**src/verilog/xu1_pkg.sv**
```systemverilog
// Shared widths, opcodes and pipeline records of the second fixed-point execution pipe
package xu1_pkg;

   localparam int gpr_width  = 32;
   localparam int gpr_bytes  = gpr_width / 8;
   localparam int itag_width = 6;
   localparam int gpr_enc    = 5;

   localparam logic [5:0] op_addi  = 6'd14;
   localparam logic [5:0] op_stw   = 6'd36;
   localparam logic [5:0] op_xform = 6'd31;

   localparam logic [9:0] xo_cmp  = 10'd0;
   localparam logic [9:0] xo_subf = 10'd40;
   localparam logic [9:0] xo_and  = 10'd28;
   localparam logic [9:0] xo_add  = 10'd266;
   localparam logic [9:0] xo_xor  = 10'd316;
   localparam logic [9:0] xo_or   = 10'd444;

   localparam logic [3:0] dvc1_addr = 4'h0;
   localparam logic [3:0] dvc2_addr = 4'h4;

   // Field order follows the ISA, so opcd sits in the most significant bits
   typedef struct packed {
      logic [5:0]         opcd;
      logic [gpr_enc-1:0] rt;
      logic [gpr_enc-1:0] ra;
      logic [15:0]        si;
   } instr_d_t;

   typedef struct packed {
      logic [5:0]         opcd;
      logic [gpr_enc-1:0] rt;
      logic [gpr_enc-1:0] ra;
      logic [gpr_enc-1:0] rb;
      logic [9:0]         xo;
      logic               rc;
   } instr_x_t;

   typedef union packed {
      instr_d_t d;
      instr_x_t x;
   } instr_u;

   typedef enum logic [2:0] {
      alu_add,
      alu_sub,
      alu_and,
      alu_or,
      alu_xor,
      alu_cmp,
      alu_store
   } alu_op_e;

   typedef struct packed {
      logic                  valid;
      instr_u                instr;
      logic [itag_width-1:0] itag;
      logic [gpr_width-1:0]  rs1_data;
      logic [gpr_width-1:0]  rs2_data;
   } issue_t;

   typedef struct packed {
      logic                  valid;
      logic [itag_width-1:0] itag;
      alu_op_e               op;
      logic                  use_imm;
      logic                  rs1_zero;
      logic [gpr_width-1:0]  imm;
      logic [gpr_enc-1:0]    ra;
      logic [gpr_enc-1:0]    rb;
      logic [gpr_enc-1:0]    rt;
      logic                  gpr_we;
      logic                  cr_we;
      logic                  ca_we;
   } ctl_t;

   typedef struct packed {
      logic                 valid;
      logic [gpr_enc-1:0]   rt;
      logic [gpr_width-1:0] data;
   } fwd_t;

   // CR field bits from msb down are lt, gt, eq, so
   typedef struct packed {
      logic                  valid;
      logic [itag_width-1:0] itag;
      logic                  gpr_we;
      logic [gpr_enc-1:0]    gpr_wa;
      logic [gpr_width-1:0]  gpr_wd;
      logic                  cr_we;
      logic [3:0]            cr;
      logic                  ca_we;
      logic                  ca;
      logic                  stq_val;
      logic [gpr_bytes-1:0]  dvc1_cmp;
      logic [gpr_bytes-1:0]  dvc2_cmp;
   } wb_t;

endpackage

```
**src/verilog/xu1_alu.sv**
```systemverilog
// Adder, logic, compare and store data compare stage producing the ex3 writeback
`timescale 1ns/10ps
module xu1_alu (
   input  logic                              nclk,
   input  logic                              arst_n,
   input  xu1_pkg::ctl_t                     ctl,
   input  logic [xu1_pkg::gpr_width-1:0]     rs1,
   input  logic [xu1_pkg::gpr_width-1:0]     rs2,
   input  logic [xu1_pkg::gpr_width-1:0]     dvc1,
   input  logic [xu1_pkg::gpr_width-1:0]     dvc2,
   output xu1_pkg::fwd_t                     fwd_ex2,
   output xu1_pkg::fwd_t                     fwd_ex3,
   output xu1_pkg::wb_t                      wb
);

   xu1_pkg::ctl_t                    ex2_ctl;
   logic                             is_sub;
   logic                             is_st;
   logic [xu1_pkg::gpr_width-1:0]    add_a;
   logic [xu1_pkg::gpr_width-1:0]    add_b;
   logic [xu1_pkg::gpr_width-1:0]    add_sum;
   logic                             add_co;
   logic [xu1_pkg::gpr_width-1:0]    result;
   logic [3:0]                       cr;
   logic [xu1_pkg::gpr_bytes-1:0]    dvc1_cmp;
   logic [xu1_pkg::gpr_bytes-1:0]    dvc2_cmp;

   always_ff @(posedge nclk or negedge arst_n) begin
      if (!arst_n) begin
         ex2_ctl <= '0;
      end else begin
         ex2_ctl <= ctl;
      end
   end

   always_comb begin
      is_sub = (ex2_ctl.op == xu1_pkg::alu_sub);
      is_st  = (ex2_ctl.op == xu1_pkg::alu_store);
      // subf is ~ra + rb + 1, stores form base plus displacement
      add_a = is_sub ? ~rs1 : rs1;
      add_b = is_st ? ex2_ctl.imm : rs2;
      {add_co, add_sum} = {1'b0, add_a} + {1'b0, add_b} + {{xu1_pkg::gpr_width{1'b0}}, is_sub};
      case (ex2_ctl.op)
         xu1_pkg::alu_add,
         xu1_pkg::alu_sub,
         xu1_pkg::alu_store: result = add_sum;
         xu1_pkg::alu_and:   result = rs1 & rs2;
         xu1_pkg::alu_or:    result = rs1 | rs2;
         xu1_pkg::alu_xor:   result = rs1 ^ rs2;
         default:            result = '0;
      endcase
      cr = {$signed(rs1) < $signed(rs2), $signed(rs1) > $signed(rs2), rs1 == rs2, 1'b0};
      for (int i = 0; i < xu1_pkg::gpr_bytes; i++) begin
         dvc1_cmp[i] = (rs2[8*i +: 8] == dvc1[8*i +: 8]);
         dvc2_cmp[i] = (rs2[8*i +: 8] == dvc2[8*i +: 8]);
      end
   end

   always_comb begin
      fwd_ex2.valid = ex2_ctl.valid && ex2_ctl.gpr_we;
      fwd_ex2.rt    = ex2_ctl.rt;
      fwd_ex2.data  = result;
      fwd_ex3.valid = wb.valid && wb.gpr_we;
      fwd_ex3.rt    = wb.gpr_wa;
      fwd_ex3.data  = wb.gpr_wd;
   end

   always_ff @(posedge nclk or negedge arst_n) begin
      if (!arst_n) begin
         wb <= '0;
      end else begin
         wb.valid    <= ex2_ctl.valid;
         wb.itag     <= ex2_ctl.itag;
         wb.gpr_we   <= ex2_ctl.gpr_we;
         wb.gpr_wa   <= ex2_ctl.rt;
         wb.gpr_wd   <= result;
         wb.cr_we    <= ex2_ctl.cr_we;
         wb.cr       <= ex2_ctl.cr_we ? cr : 4'b0;
         wb.ca_we    <= ex2_ctl.ca_we;
         wb.ca       <= ex2_ctl.ca_we && add_co;
         wb.stq_val  <= ex2_ctl.valid && is_st;
         wb.dvc1_cmp <= is_st ? dvc1_cmp : '0;
         wb.dvc2_cmp <= is_st ? dvc2_cmp : '0;
      end
   end

endmodule

```
**src/verilog/xu1_byp.sv**
```systemverilog
// Operand bypass selecting forwarded, zero or immediate values for the ex2 operands
`timescale 1ns/10ps
module xu1_byp (
   input  logic                              nclk,
   input  logic                              arst_n,
   input  xu1_pkg::ctl_t                     ctl,
   input  logic [xu1_pkg::gpr_width-1:0]     issue_rs1,
   input  logic [xu1_pkg::gpr_width-1:0]     issue_rs2,
   input  xu1_pkg::fwd_t                     fwd_ex2,
   input  xu1_pkg::fwd_t                     fwd_ex3,
   output logic [xu1_pkg::gpr_width-1:0]     rs1,
   output logic [xu1_pkg::gpr_width-1:0]     rs2
);

   logic [xu1_pkg::gpr_width-1:0] ex1_rs1_rf;
   logic [xu1_pkg::gpr_width-1:0] ex1_rs2_rf;
   logic [xu1_pkg::gpr_width-1:0] ex1_rs1;
   logic [xu1_pkg::gpr_width-1:0] ex1_rs2;

   // The younger producer in ex2 takes priority over ex3
   function automatic logic [xu1_pkg::gpr_width-1:0] pick_src(
      input logic [xu1_pkg::gpr_enc-1:0]   src,
      input logic [xu1_pkg::gpr_width-1:0] rf_val,
      input xu1_pkg::fwd_t                 f2,
      input xu1_pkg::fwd_t                 f3
   );
      logic [xu1_pkg::gpr_width-1:0] val;
      val = rf_val;
      if (f2.valid && f2.rt == src) begin
         val = f2.data;
      end else if (f3.valid && f3.rt == src) begin
         val = f3.data;
      end
      return val;
   endfunction

   // Register file data arrives with the issue and lines up with ex1 here
   always_ff @(posedge nclk or negedge arst_n) begin
      if (!arst_n) begin
         ex1_rs1_rf <= '0;
         ex1_rs2_rf <= '0;
      end else begin
         ex1_rs1_rf <= issue_rs1;
         ex1_rs2_rf <= issue_rs2;
      end
   end

   always_comb begin
      if (ctl.rs1_zero) begin
         ex1_rs1 = '0;
      end else begin
         ex1_rs1 = pick_src(ctl.ra, ex1_rs1_rf, fwd_ex2, fwd_ex3);
      end
      // Stores keep their data on rs2 and the ALU adds the displacement itself
      if (ctl.use_imm && ctl.op != xu1_pkg::alu_store) begin
         ex1_rs2 = ctl.imm;
      end else begin
         ex1_rs2 = pick_src(ctl.rb, ex1_rs2_rf, fwd_ex2, fwd_ex3);
      end
   end

   always_ff @(posedge nclk or negedge arst_n) begin
      if (!arst_n) begin
         rs1 <= '0;
         rs2 <= '0;
      end else begin
         rs1 <= ex1_rs1;
         rs2 <= ex1_rs2;
      end
   end

endmodule

```
**src/verilog/xu1_cfg.sv**
```systemverilog
// APB register block holding the two data value compare registers for stores
`timescale 1ns/10ps
module xu1_cfg (
   input  logic                              nclk,
   input  logic                              arst_n,
   input  logic                              psel,
   input  logic                              penable,
   input  logic                              pwrite,
   input  logic [3:0]                        paddr,
   input  logic [31:0]                       pwdata,
   output logic [31:0]                       prdata,
   output logic                              pready,
   output logic                              pslverr,
   output logic [xu1_pkg::gpr_width-1:0]     dvc1,
   output logic [xu1_pkg::gpr_width-1:0]     dvc2
);

   logic access;
   logic hit1;
   logic hit2;

   assign access = psel && penable;
   assign hit1   = (paddr == xu1_pkg::dvc1_addr);
   assign hit2   = (paddr == xu1_pkg::dvc2_addr);

   // No wait states
   assign pready  = 1'b1;
   assign pslverr = access && !(hit1 || hit2);

   always_ff @(posedge nclk or negedge arst_n) begin
      if (!arst_n) begin
         dvc1 <= '0;
         dvc2 <= '0;
      end else if (access && pwrite) begin
         if (hit1) begin
            dvc1 <= pwdata;
         end
         if (hit2) begin
            dvc2 <= pwdata;
         end
      end
   end

   // Unmapped reads return zero
   always_comb begin
      prdata = '0;
      if (access && !pwrite) begin
         if (hit1) begin
            prdata = dvc1;
         end else if (hit2) begin
            prdata = dvc2;
         end
      end
   end

endmodule

```
**src/verilog/xu1_dec.sv**
```systemverilog
// Instruction decoder turning the issued word into ex1 control and target registers
`timescale 1ns/10ps
module xu1_dec (
   input  logic              nclk,
   input  logic              arst_n,
   input  xu1_pkg::issue_t   issue,
   output xu1_pkg::ctl_t     ctl
);

   xu1_pkg::ctl_t ex0_ctl;

   always_comb begin
      ex0_ctl = '0;
      if (issue.valid) begin
         ex0_ctl.valid = 1'b1;
         ex0_ctl.itag  = issue.itag;
         // Unknown opcodes fall through as a compare with every write enable off
         ex0_ctl.op    = xu1_pkg::alu_cmp;
         ex0_ctl.ra    = issue.instr.d.ra;
         ex0_ctl.rt    = issue.instr.d.rt;
         ex0_ctl.imm   = {{16{issue.instr.d.si[15]}}, issue.instr.d.si};
         case (issue.instr.d.opcd)
            xu1_pkg::op_addi: begin
               ex0_ctl.op       = xu1_pkg::alu_add;
               ex0_ctl.use_imm  = 1'b1;
               ex0_ctl.rs1_zero = (issue.instr.d.ra == '0);
               ex0_ctl.gpr_we   = 1'b1;
            end
            xu1_pkg::op_stw: begin
               // The rs field names the store data and travels down the rb path
               ex0_ctl.op       = xu1_pkg::alu_store;
               ex0_ctl.use_imm  = 1'b1;
               ex0_ctl.rs1_zero = (issue.instr.d.ra == '0);
               ex0_ctl.rb       = issue.instr.d.rt;
            end
            xu1_pkg::op_xform: begin
               ex0_ctl.rb = issue.instr.x.rb;
               case (issue.instr.x.xo)
                  xu1_pkg::xo_add: begin
                     ex0_ctl.op     = xu1_pkg::alu_add;
                     ex0_ctl.gpr_we = 1'b1;
                     ex0_ctl.ca_we  = 1'b1;
                  end
                  xu1_pkg::xo_subf: begin
                     ex0_ctl.op     = xu1_pkg::alu_sub;
                     ex0_ctl.gpr_we = 1'b1;
                     ex0_ctl.ca_we  = 1'b1;
                  end
                  xu1_pkg::xo_and: begin
                     ex0_ctl.op     = xu1_pkg::alu_and;
                     ex0_ctl.gpr_we = 1'b1;
                  end
                  xu1_pkg::xo_or: begin
                     ex0_ctl.op     = xu1_pkg::alu_or;
                     ex0_ctl.gpr_we = 1'b1;
                  end
                  xu1_pkg::xo_xor: begin
                     ex0_ctl.op     = xu1_pkg::alu_xor;
                     ex0_ctl.gpr_we = 1'b1;
                  end
                  xu1_pkg::xo_cmp: begin
                     ex0_ctl.cr_we = 1'b1;
                  end
                  default: begin
                  end
               endcase
            end
            default: begin
            end
         endcase
      end
   end

   always_ff @(posedge nclk or negedge arst_n) begin
      if (!arst_n) begin
         ctl <= '0;
      end else begin
         ctl <= ex0_ctl;
      end
   end

endmodule

```
**src/verilog/xu1_top.sv**
```systemverilog
// Second fixed-point pipe top level joining register block, decode, bypass and ALU
`timescale 1ns/10ps
module xu1_top (
   input  logic                  nclk,
   input  logic                  arst_n,

   input  xu1_pkg::issue_t       issue,
   output xu1_pkg::wb_t          wb,

   input  logic                  psel,
   input  logic                  penable,
   input  logic                  pwrite,
   input  logic [3:0]            paddr,
   input  logic [31:0]           pwdata,
   output logic [31:0]           prdata,
   output logic                  pready,
   output logic                  pslverr
);

   xu1_pkg::ctl_t                    ctl;
   xu1_pkg::fwd_t                    fwd_ex2;
   xu1_pkg::fwd_t                    fwd_ex3;
   logic [xu1_pkg::gpr_width-1:0]    rs1;
   logic [xu1_pkg::gpr_width-1:0]    rs2;
   logic [xu1_pkg::gpr_width-1:0]    dvc1;
   logic [xu1_pkg::gpr_width-1:0]    dvc2;

   xu1_cfg cfg (
      .nclk(nclk),
      .arst_n(arst_n),
      .psel(psel),
      .penable(penable),
      .pwrite(pwrite),
      .paddr(paddr),
      .pwdata(pwdata),
      .prdata(prdata),
      .pready(pready),
      .pslverr(pslverr),
      .dvc1(dvc1),
      .dvc2(dvc2)
   );

   xu1_dec dec (
      .nclk(nclk),
      .arst_n(arst_n),
      .issue(issue),
      .ctl(ctl)
   );

   xu1_byp byp (
      .nclk(nclk),
      .arst_n(arst_n),
      .ctl(ctl),
      .issue_rs1(issue.rs1_data),
      .issue_rs2(issue.rs2_data),
      .fwd_ex2(fwd_ex2),
      .fwd_ex3(fwd_ex3),
      .rs1(rs1),
      .rs2(rs2)
   );

   xu1_alu alu (
      .nclk(nclk),
      .arst_n(arst_n),
      .ctl(ctl),
      .rs1(rs1),
      .rs2(rs2),
      .dvc1(dvc1),
      .dvc2(dvc2),
      .fwd_ex2(fwd_ex2),
      .fwd_ex3(fwd_ex3),
      .wb(wb)
   );

endmodule
```
**config.mk**
```make
export PLATFORM = sky130hd
export DESIGN_NAME = xu1_top
export DESIGN_NICKNAME = d
export VERILOG_FILES = /design/src/verilog/xu1_pkg.sv /design/src/verilog/xu1_alu.sv /design/src/verilog/xu1_byp.sv /design/src/verilog/xu1_cfg.sv /design/src/verilog/xu1_dec.sv /design/src/verilog/xu1_top.sv
export SDC_FILE = /design/constraint.sdc
export NUM_CORES = 1
export LEC_CHECK = 0
export BUFFER_PORTS_ARGS = -buffer_cell sky130_fd_sc_hd__buf_2
export CORE_UTILIZATION = 35
export CTS_CLUSTER_SIZE = 40
export DETAILED_ROUTE_END_ITERATION = 10
export PLACE_DENSITY = 0.57
export SLEW_MARGIN = 0
export SYNTH_ARGS = -nofsm -noshare
export SYNTH_HDL_FRONTEND = slang
export SYNTH_SLANG_ARGS = --single-unit
```
**constraint.sdc**
```tcl
create_clock -name nclk -period 5.8 [get_ports nclk]
set_clock_uncertainty 0.2 [all_clocks]
set_input_delay 0.87 -clock nclk [delete_from_list [all_inputs] [get_ports nclk]]
set_output_delay 0.87 -clock nclk [all_outputs]
set_load 0.01 [all_outputs]
```
# Word level (Yosys, flattened, before mapping)
# Cells that the tools add are included.
# Widths: inputs -> output; s select.
# totals
regBits	365
latch_bits	0
ram_bits	0
rom_bits	0
input_bits	144
out_inout_bits	95
wordCells	125
mem_count	0
# op_classes
n_addsub	2
multipliers	0
n_div	0
magnitude_cmp	2
eq_ne	28
shift	0
n_mux	25
bitwise	4
reduce_logical	26
# op_table
cell	n
$mux 32	11
$pmux 32 s4	1
$eq 8x8->1	8
$mux 62	1
$add 32x32->33	1
$add 33x1->33	1
$and 32x32->32	1
$eq 32x32->1	1
$gt 32x32->1	1
$lt 32x32->1	1
$not 32->32	1
$or 32x32->32	1
$xor 32x32->32	1
$eq 10x9->1 const B	3
$eq 5x5->1	4
$pmux 3 s5	1
$logic_and 1x1->1	13
$mux 4	3
$eq 10x5->1 const B	1
$eq 10x6->1 const B	1
$logic_not 10->1	1
$pmux 5 s2	1
$pmux 3 s3	1
$eq 3x2->1 const B	2
other kinds (19)	26

# Logic depth before layout (Yosys ltp)
# logic_depth
depth_word	7
depth_mapped	17
depth_no_buf	13

# By module
# Synthesis repeated with hierarchy kept, for this count alone.
# hier_totals
hier_cells	1856
hier_area_um2	19215.9
# modules_own_cells
module	instances	cells_per_inst	area_each_um2	seq_area_each_um2
xu1_alu	1	1041	9152.5	2752.6
xu1_byp	1	450	5361.4	3203.1
xu1_cfg	1	217	2885.3	1601.5
xu1_dec	1	148	1816.7	1151.1

# Worst setup path before layout
# Ideal clock, no wire load.
# synth_timing
kind	flip-flop to flip-flop
startpoint	register alu.ex2_ctl[52] (netlist bit)
endpoint	register byp.rs2[21] (netlist bit)
setup_ns	0.141
arrival_time_ns	3.652
required_time_ns	5.459
setup_slack_ns	1.807
stages_incl_launch_ff	17
n_path_buf	4
synth_period_minus_slack_ns	3.993
path_cell_list	dfrtp_1 buf_2 buf_1 and3_1 clkbuf_1 buf_2 xnor2_1 ha_1 a21oi_1 o21ai_1 a311oi_2 or2_2 a31oi_1 or3_1 a31oi_1 mux2_2 o21ai_0
# synth_between
elab_chain_cells	7
elab_cells_between_ends	14
classes_between	add/sub: 2; eq/ne: 5; mux: 5; reduce/logical: 2
# synth_lines
element	line	rtl
from (decl)	xu1_alu.sv:16	xu1_pkg::ctl_t ex2_ctl;
from (signal assigned)	xu1_alu.sv:32	ex2_ctl <= ctl;
$eq 3x1->1 / $eq 3x3->1 (equally long branches)	xu1_alu.sv:37, xu1_alu.sv:43, xu1_alu.sv:38	
$mux 32 (on tied branches)	xu1_alu.sv:40, xu1_alu.sv:41	
$add 32x32->33	xu1_alu.sv:42	{add_co, add_sum} = {1'b0, add_a} + {1'b0, add_b} + {{xu1_pkg::gpr_width{1'b0}}, is_sub};
$add 33x1->33	xu1_alu.sv:42	
$pmux 32 s4 (*)	xu1_alu.sv:43	case (ex2_ctl.op)
$mux 32 (*)	xu1_byp.sv:29	if (f2.valid && f2.rt == src) begin
$mux 32 (*)	xu1_byp.sv:55	if (ctl.use_imm && ctl.op != xu1_pkg::alu_store) begin
named net byp.ex1_rs2 (one bit)	xu1_byp.sv:18	logic [xu1_pkg::gpr_width-1:0] ex1_rs2;
to (signal assigned)	xu1_byp.sv:68	rs2 <= ex1_rs2;
to (decl)	xu1_byp.sv:12	output logic [xu1_pkg::gpr_width-1:0] rs2
# The timed path passes the listed nets; every way through them passes the cells marked *.
# A chain may end at the register's enable or synchronous reset.

# Worst setup path after layout
# layout_timing
startpoint	register alu.ex2_ctl[53] (netlist bit)
endpoint	register byp.rs2[29] (netlist bit)
# The elaborated chain is that of the path after synthesis.

==> impl_metrics.env <==
export IMPL_outcome="finished, final reports clean"
export IMPL_postRouteWirelength_um=55670
export IMPL_cp_required_ns=6.00
export IMPL_min_period_ns=4.615
export IMPL_grt_max_degree=130
export IMPL_synth_area_top_cells="dfrtp_1, ha_1, mux2i_1, mux2_2, xnor2_1"
export IMPL_initial_core_util_pct=35.62
export IMPL_yosysTopAreaCellShare_pct=46.29
export IMPL_syn_nets=1980
export IMPL_cts_max_level=2
export IMPL_p_clk_share_pct=37.9
export IMPL_setup_worst_path_class="reg2reg"
export IMPL_internal_power_mw=4.337
export IMPL_p_comb_share_pct=18.5
export IMPL_hold_class="in2async"
export IMPL_synth_distinct_cells=83
export IMPL_setup_viol=0
export IMPL_ctsRootBufferMaster="clkbuf_16"
export IMPL_die_h_um=228.4
export IMPL_ys_flop_type="dfrtp_1"
export IMPL_multiInputGateArea_um2=8924
export IMPL_io_pin_count=239
export IMPL_nets=2208
export IMPL_worst_slew_pin_slew_ns=1.144
export IMPL_post_synth_top_area_cell="dfrtp_1"
export IMPL_grt_pass1_vias=13890
export IMPL_drv_slew=0
export IMPL_track_usage_pct=21.53
export IMPL_vias=13740
export IMPL_num_rows=82
export IMPL_max_freq_mhz=216.7
export IMPL_gr_total_overflow=0
export IMPL_clock_path_buffers=3
export IMPL_p_switching_mw=1.843
export IMPL_synth_seq_cells=332
export IMPL_die_w_um=228.4
export IMPL_syn_inst=1708
export IMPL_netlist_area_um2=17950
export IMPL_numCtsBuffers=38
export IMPL_antenna_found_initial=1
export IMPL_ant_nets=0
export IMPL_seqCellArea_um2=8309
export IMPL_endpoint_kind="register"
export IMPL_p_total_mw=6.180
export IMPL_synth_edf_count=0
export IMPL_p_leak_nw=10.50
export IMPL_grt_pass1_wl_um=86220
export IMPL_power_frac_seq_pct=43.6
export IMPL_cts_hold_buf=0
export IMPL_post_drt_wl_per_cell_um=21.13
export IMPL_fill_cells=4848
export IMPL_core_area_um2=50380
export IMPL_path_clk_slew_ns=0.06
export IMPL_avgSynthCellArea_um2=10.51
export IMPL_peakVddDrop_mv=0.1829
export IMPL_worstSkewPairLatency_ns=0.58
export IMPL_cap_viol_max_count=0
export IMPL_rsz0062_at_grt="false"
export IMPL_hold_violations=0
export IMPL_drtIter0Drc=951
export IMPL_clock_sinks=332
export IMPL_die_area_um2=52180
export IMPL_ys_warn_count=0
export IMPL_reg2reg_depth=15
export IMPL_layout_drive_gt1_share_pct=21.88
export IMPL_min_period_over_period_pct=79.57
export IMPL_area_delta_synth_final_pct=17.75
export IMPL_relSlewSlack_pct=23.64
export IMPL_start_kind="register"
export IMPL_cts_tree="yes"
export IMPL_synth_common_cells="dfrtp_1, ha_1, nor2_1"
export IMPL_timing_hold_ws_ns=0.1232
export IMPL_portBuffers=236
export IMPL_finalSetupTns_ns=0
export IMPL_async_flop_share_pct=100.0
export IMPL_critPathMaxFanout=16
export IMPL_critical_path_arrival_ns=4.81
export IMPL_drc=0
export IMPL_post_cts_buffers=0
export IMPL_yosysMostFrequentCell="dfrtp_1"
export IMPL_fin_util_pct=41.95
export IMPL_viasPerCell=5.216
export IMPL_synth_seq_area_share_pct=46.29
export IMPL_firstDrtPassIters=6
export IMPL_power_per_cell_area_nw_per_um2=292.5
export IMPL_p_sw_share_pct=29.82
export IMPL_cts_resized=0
export IMPL_gp_congestion=0.9339
export IMPL_dpl_hpwl_um=42450
## per-layer routing
layer  vias to the layer above  GRT usage, %  share of wire, %
met3                        57         3.568               5.5
met4                         0         4.677               1.8
met2                       428         32.20                43
met1                      6848         32.36                49
met5                         -             0                 0
li1                       6405             -                 -
## cells in the final DEF (no fill, tap or decap), drive strengths merged, types with 7 or more instances in the layout
cell and instances:
a21oi 99, ha 127, o21a 7, nor2 119, clkinv 8, a31oi 9, mux2 86, xor2 53
mux2i 96, dfrtp 332, nand2 93, buf 263, and3 10, a22oi 17, and2 36, clkbuf 56
nand4 15, a211oi 33, a21o 17, xnor2 80, o22ai 9, nor4 22, nand3 24, nor3 25
inv 110, o21bai 14, nor2b 7, o21ai 100
## registers in the layout, summed over array words and instances, names as in the netlist
name            count
alu.fwd_ex3        37
dec.ctl            46
alu.fwd_ex2         5
cfg.dvc2           32
alu.wb             23
byp.rs2            32
byp.rs1            32
byp.ex1_rs1_rf     32
byp.ex1_rs2_rf     32
alu.ex2_ctl        29
cfg.dvc1           32
## stage by stage
| step | cells | instance area (µm²) | setup slack (ns) |
|---|---|---|---|
| 2_1_floorplan | 1708 | 17950 | 1.807 |
| 3_3_place_gp | 2568 | 19910 | 1.450 |
| 3_5_place_dp | 2568 | 19910 | 1.303 |
| 4_1_cts | 2633 | 21130 | 1.246 |
| 5_1_grt | 2633 | 21130 | 0.8797 |
| 6_report | 2634 | 21130 | 1.185 |
## cells by family after synthesis
kind of cell	Yosys count	synth area share, %
simple gates	390	10.67
compound gates	356	12.78
flops	332	46.29
buf+inv	185	4.009
mux	182	10.75
xor+xnor	133	6.491
fa+ha+maj	128	8.966
other cells	2	0.04185
## power by group through the flow
stage | Combinational [mW] | Clock, mW | Sequential, mW
after floorplan | 0.702 | 0 | 2.69
after global placement | 1.13 | 0 | 2.73
after detailed placement | 1.14 | 0 | 2.73
after CTS | 1.15 | 2.42 | 2.69
after global routing | 1.27 | 2.52 | 2.72
final | 1.14 | 2.34 | 2.69
## critical path: stages, from the launching register on
cell and delay (ns):
dfrtp_1 0.52, inv_1 0.36, and3_1 0.21, buf_4 0.30
buf_4 0.38, xnor2_1 0.17, ha_1 0.31, a21o_1 0.22
a21o_1 0.18, a21oi_2 0.26, a21boi_0 0.32, o2bb2ai_1 0.14
a211oi_2 0.22, xnor2_1 0.11, a221oi_2 0.36, o221ai_1 0.17
## final timing paths
path | startpoint | endpoint | slack, ns
max in group asynchronous | arst_n | byp.ex1_rs2_rf[19] | 4.07
max | alu.ex2_ctl[53] | byp.rs2[29] | 1.19
min reg2reg | alu.ex2_ctl[60] | alu.wb[59] | 0.15
min in group nclk | alu.ex2_ctl[60] | alu.wb[59] | 0.15
min | arst_n | cfg.dvc1[27] | 0.12
max reg2reg | alu.ex2_ctl[53] | byp.rs2[29] | 1.19
## cell type report
| type | instances | area share, % |
|---|---|---|
| diodes | 1 | 0.01184 |
| clock buffers | 56 | 5.151 |
| clock inverters | 9 | 0.6395 |
| inverters | 110 | 1.954 |
| multi-input cells | 1191 | 42.23 |
| flip-flops and latches | 332 | 39.32 |
| well taps | 672 | 3.979 |
| repair buffers | 263 | 6.714 |
(Power assumes the default switching activity.)
